<file path="src/source/pipePkg.sv">
`default_nettype none

package pipePkg;

  // Register file depth
  localparam int numRegs  = 16;
  // Sign-extended immediate and branch offset width
  localparam int immWidth = 16;

  typedef logic [31:0]                word;
  typedef logic [31:0]                instrWord;
  typedef logic [$clog2(numRegs)-1:0] regIdx;

  // Instruction fields are opcode 31:28, rd 27:24, rn 23:20, rm 19:16, imm 15:0
  // BNZ tests rn and branches by imm words relative to its own pc
  // Codes 8 to 15 are unused and decode as a bubble
  typedef enum logic [3:0] {
    opAdd  = 4'h0,
    opSub  = 4'h1,
    opAnd  = 4'h2,
    opOrr  = 4'h3,
    opMovi = 4'h4,
    opLdr  = 4'h5,
    opStr  = 4'h6,
    opBnz  = 4'h7
  } opcode;

  // Operand source in execute
  typedef enum logic [1:0] {
    fwdNone  = 2'b00,
    fwdFromW = 2'b01,
    fwdFromM = 2'b10
  } forwardSel;

  typedef struct packed {
    logic  valid;
    opcode op;
    regIdx rd;
    regIdx rn;
    regIdx rm;
    logic  writesReg;
    logic  memToReg;
    logic  memWrite;
    logic  isBranch;
    word   imm;
    word   pc;
  } decodedOp;

  // Register numbers and write flags seen by the hazard unit
  typedef struct packed {
    regIdx rnD;
    regIdx rmD;
    regIdx rnE;
    regIdx rmE;
    regIdx rdE;
    logic  memToRegE;
    regIdx rdM;
    logic  writesM;
    regIdx rdW;
    logic  writesW;
    logic  branchTakenE;
  } hazardInfo;

  typedef struct packed {
    logic stallF;
    logic stallD;
    logic flushD;
    logic flushE;
    logic stallE;
    logic stallM;
    logic stallW;
    logic flushW;
  } stageCtl;

  typedef struct packed {
    word   pc;
    regIdx rd;
    logic  writesReg;
    word   value;
  } retireInfo;

  typedef struct packed {
    word  addr;
    word  wdata;
    logic read;
    logic write;
  } memReq;

endpackage

`default_nettype wire
</file>
<file path="src/source/pipeCore.sv">
`timescale 1ns/1ps
`default_nettype none

module pipeCore import pipePkg::*; (
  input  logic      clk,
  input  logic      arstN,
  input  instrWord  fetchInstr,
  input  logic      iStall,
  input  logic      dStall,
  input  word       dataRData,
  output word       fetchPc,
  output memReq     dataReq,
  output logic      retireValid,
  output retireInfo retire
);

  stageCtl   ctl;
  hazardInfo info;
  forwardSel forwardAE;
  forwardSel forwardBE;
  decodedOp  opD;
  decodedOp  opE;
  regIdx     rdAddrA;
  regIdx     rdAddrB;
  word       rdDataA;
  word       rdDataB;
  word       branchTarget;
  logic      branchTakenE;
  word       aluResultE;
  word       storeDataE;
  word       resultM;
  word       resultW;
  regIdx     rdM;
  logic      writesM;
  logic      wrEn;
  regIdx     wrAddr;
  word       wrData;

  // Hazard view gathered from every stage
  assign info = '{
    rnD:          rdAddrA,
    rmD:          rdAddrB,
    rnE:          opE.rn,
    rmE:          opE.rm,
    rdE:          opE.rd,
    memToRegE:    opE.valid & opE.memToReg,
    rdM:          rdM,
    writesM:      writesM,
    rdW:          retire.rd,
    writesW:      retire.writesReg,
    branchTakenE: branchTakenE
  };

  fetchDecode fetchDecode_inst (
    .clk, .arstN, .fetchInstr, .ctl, .branchTarget,
    .rdDataA, .rdDataB, .fetchPc, .rdAddrA, .rdAddrB, .opD
  );

  regFile regFile_inst (
    .clk, .arstN, .rdAddrA, .rdAddrB, .wrEn, .wrAddr, .wrData, .rdDataA, .rdDataB
  );

  executeStage executeStage_inst (
    .clk, .arstN, .opD, .operandA(rdDataA), .operandB(rdDataB), .ctl,
    .forwardAE, .forwardBE, .resultM, .resultW,
    .opE, .aluResultE, .storeDataE, .branchTarget, .branchTakenE
  );

  memWriteback memWriteback_inst (
    .clk, .arstN, .opE, .aluResultE, .storeDataE, .ctl, .dataRData,
    .req(dataReq), .resultM, .resultW, .rdM, .writesM,
    .wrEn, .wrAddr, .wrData, .retireValid, .retire
  );

  hazard hazard_inst (
    .clk, .arstN, .info, .iStall, .dStall, .ctl, .forwardAE, .forwardBE
  );

endmodule

`default_nettype wire

</file>
<file path="src/source/hazard.sv">
`timescale 1ns/1ps
`default_nettype none

module hazard import pipePkg::*; (
  input  logic      clk,
  input  logic      arstN,
  input  hazardInfo info,
  input  logic      iStall,
  input  logic      dStall,
  output stageCtl   ctl,
  output forwardSel forwardAE,
  output forwardSel forwardBE
);

  logic memStall;
  logic loadUse;

  assign memStall = iStall | dStall;

  // Memory stage wins over writeback because it holds the newer value
  always_comb
  begin
    if ((info.rnE == info.rdM) && info.writesM)
      forwardAE = fwdFromM;
    else if ((info.rnE == info.rdW) && info.writesW)
      forwardAE = fwdFromW;
    else
      forwardAE = fwdNone;

    if ((info.rmE == info.rdM) && info.writesM)
      forwardBE = fwdFromM;
    else if ((info.rmE == info.rdW) && info.writesW)
      forwardBE = fwdFromW;
    else
      forwardBE = fwdNone;
  end

  // Decode reads what the load in execute is about to fetch
  // Nothing moves during a memory freeze, so the check waits for it to end
  assign loadUse = info.memToRegE & ~memStall &
                   ((info.rdE == info.rnD) | (info.rdE == info.rmD));

  // Stalled stages hold
  // The stage after a load-use gets a bubble
  // Taken branch kills the two younger ops
  always_comb
  begin
    ctl.stallF = loadUse | memStall;
    ctl.stallD = loadUse | memStall;
    ctl.flushD = info.branchTakenE | iStall;
    ctl.flushE = loadUse | info.branchTakenE;
    ctl.stallE = memStall;
    ctl.stallM = memStall;
    ctl.stallW = memStall;
    ctl.flushW = memStall;
  end

  // Execute never gets a bubble while it is frozen
  assert property (@(posedge clk) disable iff (!arstN)
    !(ctl.flushE && ctl.stallE));

  // A writeback forward names an op that left memory writing a register
  assert property (@(posedge clk) disable iff (!arstN)
    ((forwardAE == fwdFromW) || (forwardBE == fwdFromW)) && !$past(ctl.stallW)
    |-> $past(info.writesM));

endmodule

`default_nettype wire

</file>
<file path="src/source/memWriteback.sv">
`timescale 1ns/1ps
`default_nettype none

module memWriteback import pipePkg::*; (
  input  logic      clk,
  input  logic      arstN,
  input  decodedOp  opE,
  input  word       aluResultE,
  input  word       storeDataE,
  input  stageCtl   ctl,
  input  word       dataRData,
  output memReq     req,
  output word       resultM,
  output word       resultW,
  output regIdx     rdM,
  output logic      writesM,
  output logic      wrEn,
  output regIdx     wrAddr,
  output word       wrData,
  output logic      retireValid,
  output retireInfo retire
);

  decodedOp opM;
  decodedOp opW;
  word      aluM;
  word      storeM;
  word      valueM;
  word      valueW;

  // Execute/memory register
  always_ff @(posedge clk or negedge arstN)
  begin
    if (!arstN)
      opM <= '0;
    else if (!ctl.stallM)
      opM <= opE;
  end

  always_ff @(posedge clk)
  begin
    if (!ctl.stallM)
    begin
      aluM   <= aluResultE;
      storeM <= storeDataE;
    end
  end

  // Request stays up while dStall holds the stage
  assign req = '{
    addr:  aluM,
    wdata: storeM,
    read:  opM.valid & opM.memToReg,
    write: opM.valid & opM.memWrite
  };

  // Load data or ALU result
  assign valueM = opM.memToReg ? dataRData : aluM;

  // Memory/writeback register
  always_ff @(posedge clk or negedge arstN)
  begin
    if (!arstN)
      opW <= '0;
    else if (!ctl.stallW)
      opW <= opM;
  end

  always_ff @(posedge clk)
  begin
    if (!ctl.stallW)
      valueW <= valueM;
  end

  // Forwarding sources
  assign resultM = aluM;
  assign resultW = valueW;
  assign rdM     = opM.rd;
  assign writesM = opM.valid & opM.writesReg;

  // Writeback is held off while frozen
  // The op stays in W and completes once the freeze lifts
  assign retireValid = opW.valid & ~ctl.flushW;
  assign wrEn        = retireValid & opW.writesReg;
  assign wrAddr      = opW.rd;
  assign wrData      = valueW;

  assign retire = '{
    pc:        opW.pc,
    rd:        opW.rd,
    writesReg: opW.valid & opW.writesReg,
    value:     valueW
  };

  // Decode never marks one op as both load and store
  assert property (@(posedge clk) disable iff (!arstN)
    !(req.read && req.write));

endmodule

`default_nettype wire

</file>
<file path="src/source/executeStage.sv">
`timescale 1ns/1ps
`default_nettype none

module executeStage import pipePkg::*; (
  input  logic      clk,
  input  logic      arstN,
  input  decodedOp  opD,
  input  word       operandA,
  input  word       operandB,
  input  stageCtl   ctl,
  input  forwardSel forwardAE,
  input  forwardSel forwardBE,
  input  word       resultM,
  input  word       resultW,
  output decodedOp  opE,
  output word       aluResultE,
  output word       storeDataE,
  output word       branchTarget,
  output logic      branchTakenE
);

  decodedOp nextE;
  word      regA;
  word      regB;
  word      srcA;
  word      srcB;

  // Flush turns the incoming op into a bubble
  always_comb
  begin
    nextE       = opD;
    nextE.valid = opD.valid & ~ctl.flushE;
  end

  // Decode/execute register
  always_ff @(posedge clk or negedge arstN)
  begin
    if (!arstN)
      opE <= '0;
    else if (!ctl.stallE)
      opE <= nextE;
  end

  // Register file values sampled with the op
  always_ff @(posedge clk)
  begin
    if (!ctl.stallE)
    begin
      regA <= operandA;
      regB <= operandB;
    end
  end

  // Operand selection, memory stage is the newer value
  always_comb
  begin
    case (forwardAE)
      fwdFromM: srcA = resultM;
      fwdFromW: srcA = resultW;
      default:  srcA = regA;
    endcase
    case (forwardBE)
      fwdFromM: srcB = resultM;
      fwdFromW: srcB = resultW;
      default:  srcB = regB;
    endcase
  end

  always_comb
  begin
    case (opE.op)
      opAdd:        aluResultE = srcA + srcB;
      opSub:        aluResultE = srcA - srcB;
      opAnd:        aluResultE = srcA & srcB;
      opOrr:        aluResultE = srcA | srcB;
      opMovi:       aluResultE = opE.imm;
      // Load and store address
      opLdr, opStr: aluResultE = srcA + opE.imm;
      default:      aluResultE = '0;
    endcase
  end

  // Store data comes from rm
  assign storeDataE = srcB;

  // Offset counts words
  assign branchTarget = opE.pc + {opE.imm[29:0], 2'b00};

  // Held back while frozen, the redirect happens once the stage moves
  assign branchTakenE = opE.valid & opE.isBranch & (srcA != '0) & ~ctl.stallE;

  // A memory-stage forward always names an op that left here writing a register
  assert property (@(posedge clk) disable iff (!arstN)
    ((forwardAE == fwdFromM) || (forwardBE == fwdFromM)) && !$past(ctl.stallM)
    |-> $past(opE.valid && opE.writesReg));

endmodule

`default_nettype wire

</file>
<file path="src/source/regFile.sv">
`timescale 1ns/1ps
`default_nettype none

module regFile import pipePkg::*; (
  input  logic  clk,
  input  logic  arstN,
  input  regIdx rdAddrA,
  input  regIdx rdAddrB,
  input  logic  wrEn,
  input  regIdx wrAddr,
  input  word   wrData,
  output word   rdDataA,
  output word   rdDataB
);

  word regs [numRegs];

  // Written from writeback on the rising edge
  always_ff @(posedge clk or negedge arstN)
  begin
    if (!arstN)
    begin
      for (int i = 0; i < numRegs; i++)
        regs[i] <= '0;
    end
    else if (wrEn)
      regs[wrAddr] <= wrData;
  end

  // Asynchronous reads
  // A write in the same cycle reaches decode through the bypass
  assign rdDataA = (wrEn && (wrAddr == rdAddrA)) ? wrData : regs[rdAddrA];
  assign rdDataB = (wrEn && (wrAddr == rdAddrB)) ? wrData : regs[rdAddrB];

endmodule

`default_nettype wire

</file>
<file path="src/source/fetchDecode.sv">
`timescale 1ns/1ps
`default_nettype none

module fetchDecode import pipePkg::*; (
  input  logic     clk,
  input  logic     arstN,
  input  instrWord fetchInstr,
  input  stageCtl  ctl,
  input  word      branchTarget,
  input  word      rdDataA,
  input  word      rdDataB,
  output word      fetchPc,
  output regIdx    rdAddrA,
  output regIdx    rdAddrB,
  output decodedOp opD
);

  word      pcF;
  word      pcD;
  instrWord instrD;
  logic     validD;
  opcode    opField;

  assign fetchPc = pcF;

  // Next sequential word, or the branch target on a redirect
  // flushD while fetch runs can only come from a taken branch
  always_ff @(posedge clk or negedge arstN)
  begin
    if (!arstN)
      pcF <= '0;
    else if (!ctl.stallF)
      pcF <= ctl.flushD ? branchTarget : pcF + 32'd4;
  end

  // Fetch/decode register, valid bit only
  // A flush only lands when the stage is free to move
  always_ff @(posedge clk or negedge arstN)
  begin
    if (!arstN)
      validD <= 1'b0;
    else if (!ctl.stallD)
      validD <= !ctl.flushD;
  end

  // Instruction and pc ride along with the valid bit
  always_ff @(posedge clk)
  begin
    if (!ctl.stallD)
    begin
      instrD <= fetchInstr;
      pcD    <= pcF;
    end
  end

  assign opField = opcode'(instrD[31:28]);

  // Register file addresses come straight from the instruction fields
  assign rdAddrA = instrD[23:20];
  assign rdAddrB = instrD[19:16];

  always_comb
  begin
    opD       = '0;
    opD.valid = validD;
    opD.op    = opField;
    opD.rd    = instrD[27:24];
    opD.rn    = rdAddrA;
    opD.rm    = rdAddrB;
    // Sign extend the low field
    opD.imm   = {{(32 - immWidth){instrD[immWidth-1]}}, instrD[immWidth-1:0]};
    opD.pc    = pcD;
    case (opField)
      opAdd, opSub, opAnd, opOrr, opMovi:
        opD.writesReg = 1'b1;
      opLdr:
      begin
        opD.writesReg = 1'b1;
        opD.memToReg  = 1'b1;
      end
      opStr:
        opD.memWrite = 1'b1;
      opBnz:
        opD.isBranch = 1'b1;
      // Unused code becomes a bubble
      default:
        opD.valid = 1'b0;
    endcase
  end

  // Operands handed to execute for a live op are never unknown
  assert property (@(posedge clk) disable iff (!arstN)
    opD.valid |-> !$isunknown({rdDataA, rdDataB}));

endmodule

`default_nettype wire

</file>
<file path="config.mk">
export PLATFORM = sky130hd
export DESIGN_NAME = pipeCore
export DESIGN_NICKNAME = d
export VERILOG_FILES = /design/src/source/pipePkg.sv /design/src/source/pipeCore.sv /design/src/source/hazard.sv /design/src/source/memWriteback.sv /design/src/source/executeStage.sv /design/src/source/regFile.sv /design/src/source/fetchDecode.sv
export SDC_FILE = /design/constraint.sdc
export NUM_CORES = 2
export LEC_CHECK = 0
export BUFFER_PORTS_ARGS = -buffer_cell sky130_fd_sc_hd__buf_2
export CORE_MARGIN = 3
export CORE_UTILIZATION = 30
export CTS_CLUSTER_DIAMETER = 200
export DETAILED_ROUTE_END_ITERATION = 16
export PLACE_DENSITY = 0.49
export SETUP_SLACK_MARGIN = 0.15
export SLEW_MARGIN = 10
export SYNTH_ARGS = -nofsm -noshare
export SYNTH_HDL_FRONTEND = slang
export SYNTH_SLANG_ARGS = --single-unit
export TNS_END_PERCENT = 30
</file>
<file path="constraint.sdc">
create_clock -name clk -period 9.9 [get_ports clk]
set_input_delay 1.485 -clock clk [delete_from_list [all_inputs] [get_ports clk]]
set_output_delay 1.485 -clock clk [all_outputs]
set_load 0.02 [all_outputs]
</file>
==> impl_metrics.yaml <==
pwr:
  p_int_mw: 7.321
  ir_drop_mv: 0.1353
  p_clk_share_pct: 40.8
  p_sw_mw: 3.036
  power.share.switching_pct: 29.32
  power_frac_comb_pct: 15.8
  p_seq_share_pct: 43.4
  totalPowerFinal_mw: 10.36
  powerDensity_nw_per_um2: 184.6
  p_leak_nw: 24.97
clock_network:
  cts_max_level: 3
  numCtsBuffers: 107
  post_cts_resized: 0
  cts_tree: "built"
  clk-insertion-delay-late_ps: 750
  cts_buffer_depth: 3
  clk_pin_slew_ps: 60
  cts_sinks: 916
  clock-root-buffer: "clkbuf_16"
  cts_setup_buffers: 0
  cts_hold_buf: 0
drt:
  wl_met3_um: 10920
  drt_wl_total_um: 165900
  drt_iter0_drc: 3111
  routed.top_layer: "met4"
  routedWlPerCell_um: 26.76
  viasPerCell: 5.447
  vias: 33780
  first_pass_iters: 7
  dr_wl_met2_um: 74340
  remaining_drc_errors: 0
  antenna_left: 0
  wl_met1_um: 76020
global_route:
  grt_pass1_vias: 33820
  grt_pass1_wl_um: 243000
  grt_max_degree: 131
  antenna_found_initial: 10
  overflow: 0
  grt.total_usage_pct: 19.39
timing:
  hold_viol_final: 0
  tns_ps: 0
  min_period_ps: 6176
  max-slew-margin-rel_pct: 25.18
  finClkSkew_ps: 104.6
  min_period_over_period_pct: 62.39
  finalSetupViolations: 0
  hold_slack_ps: 375.6
  slew_violations: 0
  tightest_slew_ps: 1122
  fmax_mhz: 161.9
  rsz0062_at_grt: "no"
floorplan:
  die_h_um: 410.7
  pin_count: 236
  initial_core_util_pct: 30.39
  die_x_um: 410.7
  placeableCoreArea_sq_um: 161700
  die_area_sq_um: 168700
  rows: 147
synthesis:
  ys_warn_count: 0
  synth-edff-count: 224
  synthMuxAreaShare_pct: 29.43
  synth_top_family_by_area: "multiplexers"
  mappedNetlistNets: 3998
  yosys.area_share.adder_pct: 1.660
  synthCells: 3866
  synth-compound-area-share_pct: 6.509
  ys_ff_latch: 916
  ys_async_sr_fraction_pct: 75.55
  yosys.area_share.simple_pct: 8.220
  synth.yosys.seq_area_share_pct: 48.93
  synth.distinct_cells: 86
  synth-xor-area-share_pct: 1.811
  syn_area_sq_um: 49130
  synthFlopType: "dfrtp_1"
  synth_area_per_cell_sq_um: 12.71
worst_setup_path:
  critPathKind: "flip-flop to flip-flop"
  cp_cell_sequence: "xnor2_1 -> nand3_1 -> or2_1 -> buf_4 -> a31oi_1 -> nor4_1 -> and2_2 -> and2_1 -> nand2_1 -> nor2_1 -> xor2_1 -> o21ai_0 -> ha_1 -> nand2_1 -> nor2_1 -> nand2_1 -> nor2_1 -> nand3_1 -> o211ai_1 -> a221o_1 -> a21o_1 -> a21oi_1 -> or4b_2 -> nand3_1"
  max_stage_delay_ps: 630
  critPathLaunch: "memWriteback_inst.rdM[0]"
  critical_path_required_ps: 10500
  critPathSlowestCell: "or4b_2"
  r2r_setup_slack_ps: 3720
  timing.rr.end: "memWriteback_inst.resultM[28]"
  reg2reg_from: "memWriteback_inst.rdM[0]"
  cp_max_fo: 44
  arrival_ps: 6780
  r2r_cells: 24
  worst_setup_path_end_kind: "flip-flop"
  critPathCapture: "memWriteback_inst.resultM[28]"
  critPathLaunchType: "flip-flop"
final_layout:
  drive_gt1_share_pct: 36.46
  areaGrowthSynthToFinish_pct: 14.20
  fin_nets: 4083
  finish.utilization_pct: 34.71
placement:
  io_buffers: 235
  place_congestion: 0.8763
  dpl.hpwl_um: 104400
min_path:
  worstHoldPathType: "flip-flop to flip-flop"
run:
  cap_viol_max_count: 0
outcome:
  status: "complete, no violations"
-- sequential cells by signal, summed over array words and instances (netlist names) --
register	flops
executeStage_inst.opE	69
executeStage_inst.regA	32
executeStage_inst.regB	32
fetchDecode_inst.fetchPc	32
fetchDecode_inst.instrD	32
fetchDecode_inst.pcD	32
fetchDecode_inst.validD	1
memWriteback_inst.opM	36
memWriteback_inst.opW	2
memWriteback_inst.rdM	4
memWriteback_inst.resultM	32
memWriteback_inst.resultW	32
memWriteback_inst.retire	32
memWriteback_inst.storeM	32
memWriteback_inst.wrAddr	4
regFile_inst.regs	512
-- area by class of cell --
type / count / area, sq um
Multi-Input combinational cell: 2556 / 23540
Clock inverter: 41 / 660.6
Tap cell: 2160 / 2703
Fill cell: 15860 / 105600
Clock buffer: 157 / 3088
Inverter: 49 / 193.9
Sequential cell: 916 / 24040
Antenna cell: 1 / 2.502
Timing Repair Buffer: 321 / 1882
-- metrics by stage --
step | cell area, sq um | setup slack, ps | instances
after floorplan | 49130 | 2451 | 3866
after global placement | 52360 | 3775 | 6002
after detailed placement | 52360 | 3732 | 6002
after CTS | 56110 | 3747 | 6200
after global routing | 56110 | 3239 | 6200
final | 56110 | 3724 | 6201
-- cells by family after synthesis --
| family | Yosys count |
|---|---|
| DFF | 916 |
| xor gates and xnor gates | 100 |
| AOI/OAI and AO/OA | 503 |
| and+or+nand+nor | 921 |
| buffers and inverters | 394 |
| muxes | 968 |
| adders and majority gates | 64 |
-- power by group through the flow --
| stage | clock network, mW | logic (mW) | registers, mW |
|---|---|---|---|
| 4_1_cts | 4.33 | 1.64 | 4.50 |
| 3_5_place_dp | 0 | 1.63 | 4.56 |
| 3_3_place_gp | 0 | 1.63 | 4.55 |
| 2_1_floorplan | 0 | 1.09 | 4.49 |
| 5_1_grt | 4.48 | 1.79 | 4.53 |
| 6_report | 4.22 | 1.63 | 4.50 |
-- critical path, delay by kind of cell (launching register included) --
| family | cells | cell delay, ps |
|---|---|---|
| flip-flops | 1 | 430 |
| adder cells (fa/ha/maj) | 1 | 410 |
| buffers and inverters | 1 | 390 |
| AO/OA/AOI/OAI | 6 | 1470 |
| AND/OR/NAND/NOR | 14 | 3050 |
| XOR/XNOR | 2 | 290 |
-- how the worst min path moves through the flow --
stage,from,to,slack [ps],cells past startpoint
final,fetchDecode_inst.pcD[2],executeStage_inst.opE[2],380,2
after global routing,fetchDecode_inst.pcD[2],executeStage_inst.opE[2],400,2
after CTS,fetchDecode_inst.pcD[2],executeStage_inst.opE[2],380,2
after detailed placement,fetchDecode_inst.pcD[18],executeStage_inst.opE[18],420,2
after global placement,fetchDecode_inst.pcD[24],executeStage_inst.opE[24],420,2
after floorplan,fetchDecode_inst.pcD[0],executeStage_inst.opE[0],410,2
-- placed cells by master (no fill, tap or decap), types with 12 or more instances in the layout --
master       n
nand2_1    534
inv_1       42
nor2b_1     17
o21ai_0    100
a21oi_1    178
buf_4       82
a221oi_1    20
nor2_1     127
clkbuf_1    30
mux2_2     612
mux4_2     320
xor2_1      37
nor3_1      34
and3_1      18
ha_1        62
edfxtp_1   224
nor4_1      31
or3_1       12
clkbuf_16  109
clkbuf_8    18
a31oi_1     18
buf_2      234
xnor2_1     62
dfrtp_1    691
a21o_1      30
clkinv_2    12
nand4_1     13
nand3_1     53
bufinv_16   13
mux2i_1     36
o221ai_1    14
nand2b_1    17
-- Yosys cell counts, types with 7 or more instances --
cell / n / area share (%)
a211oi_1: 7 / 0.11
a21o_1: 30 / 0.46
a21oi_1: 178 / 1.8
a221oi_1: 20 / 0.36
a22oi_1: 9 / 0.14
a31o_2: 9 / 0.16
a31oi_1: 18 / 0.23
and2_1: 10 / 0.13
and3_1: 19 / 0.24
buf_1: 77 / 0.59
buf_2: 13 / 0.13
buf_4: 42 / 0.64
clkbuf_1: 208 / 1.6
dfrtp_1: 692 / 35
edfxtp_1: 224 / 14
ha_1: 62 / 1.6
inv_1: 43 / 0.33
mux2_2: 612 / 14
mux2i_1: 36 / 0.73
mux4_2: 320 / 15
nand2_1: 545 / 4.2
nand2b_1: 17 / 0.22
nand3_1: 55 / 0.56
nand4_1: 13 / 0.17
nor2_1: 128 / 0.98
nor2b_1: 19 / 0.24
nor3_1: 37 / 0.38
nor3b_1: 7 / 0.11
nor4_1: 31 / 0.39
o2111ai_1: 8 / 0.14
o211ai_1: 9 / 0.14
o21a_1: 11 / 0.17
o21ai_0: 100 / 1.0
o21bai_1: 9 / 0.14
o221ai_1: 14 / 0.25
o22a_1: 9 / 0.16
o22ai_1: 10 / 0.13
or3_1: 12 / 0.15
xnor2_1: 62 / 1.1
xor2_1: 37 / 0.66
-- layer usage --
layer	vias to the layer above	track usage [%]
met5	-	0
met4	0	5.682
met3	248	3.527
met2	1118	29.84
met1	17840	27.83
li1	14580	-
Power figures use the tool's default switching activity.
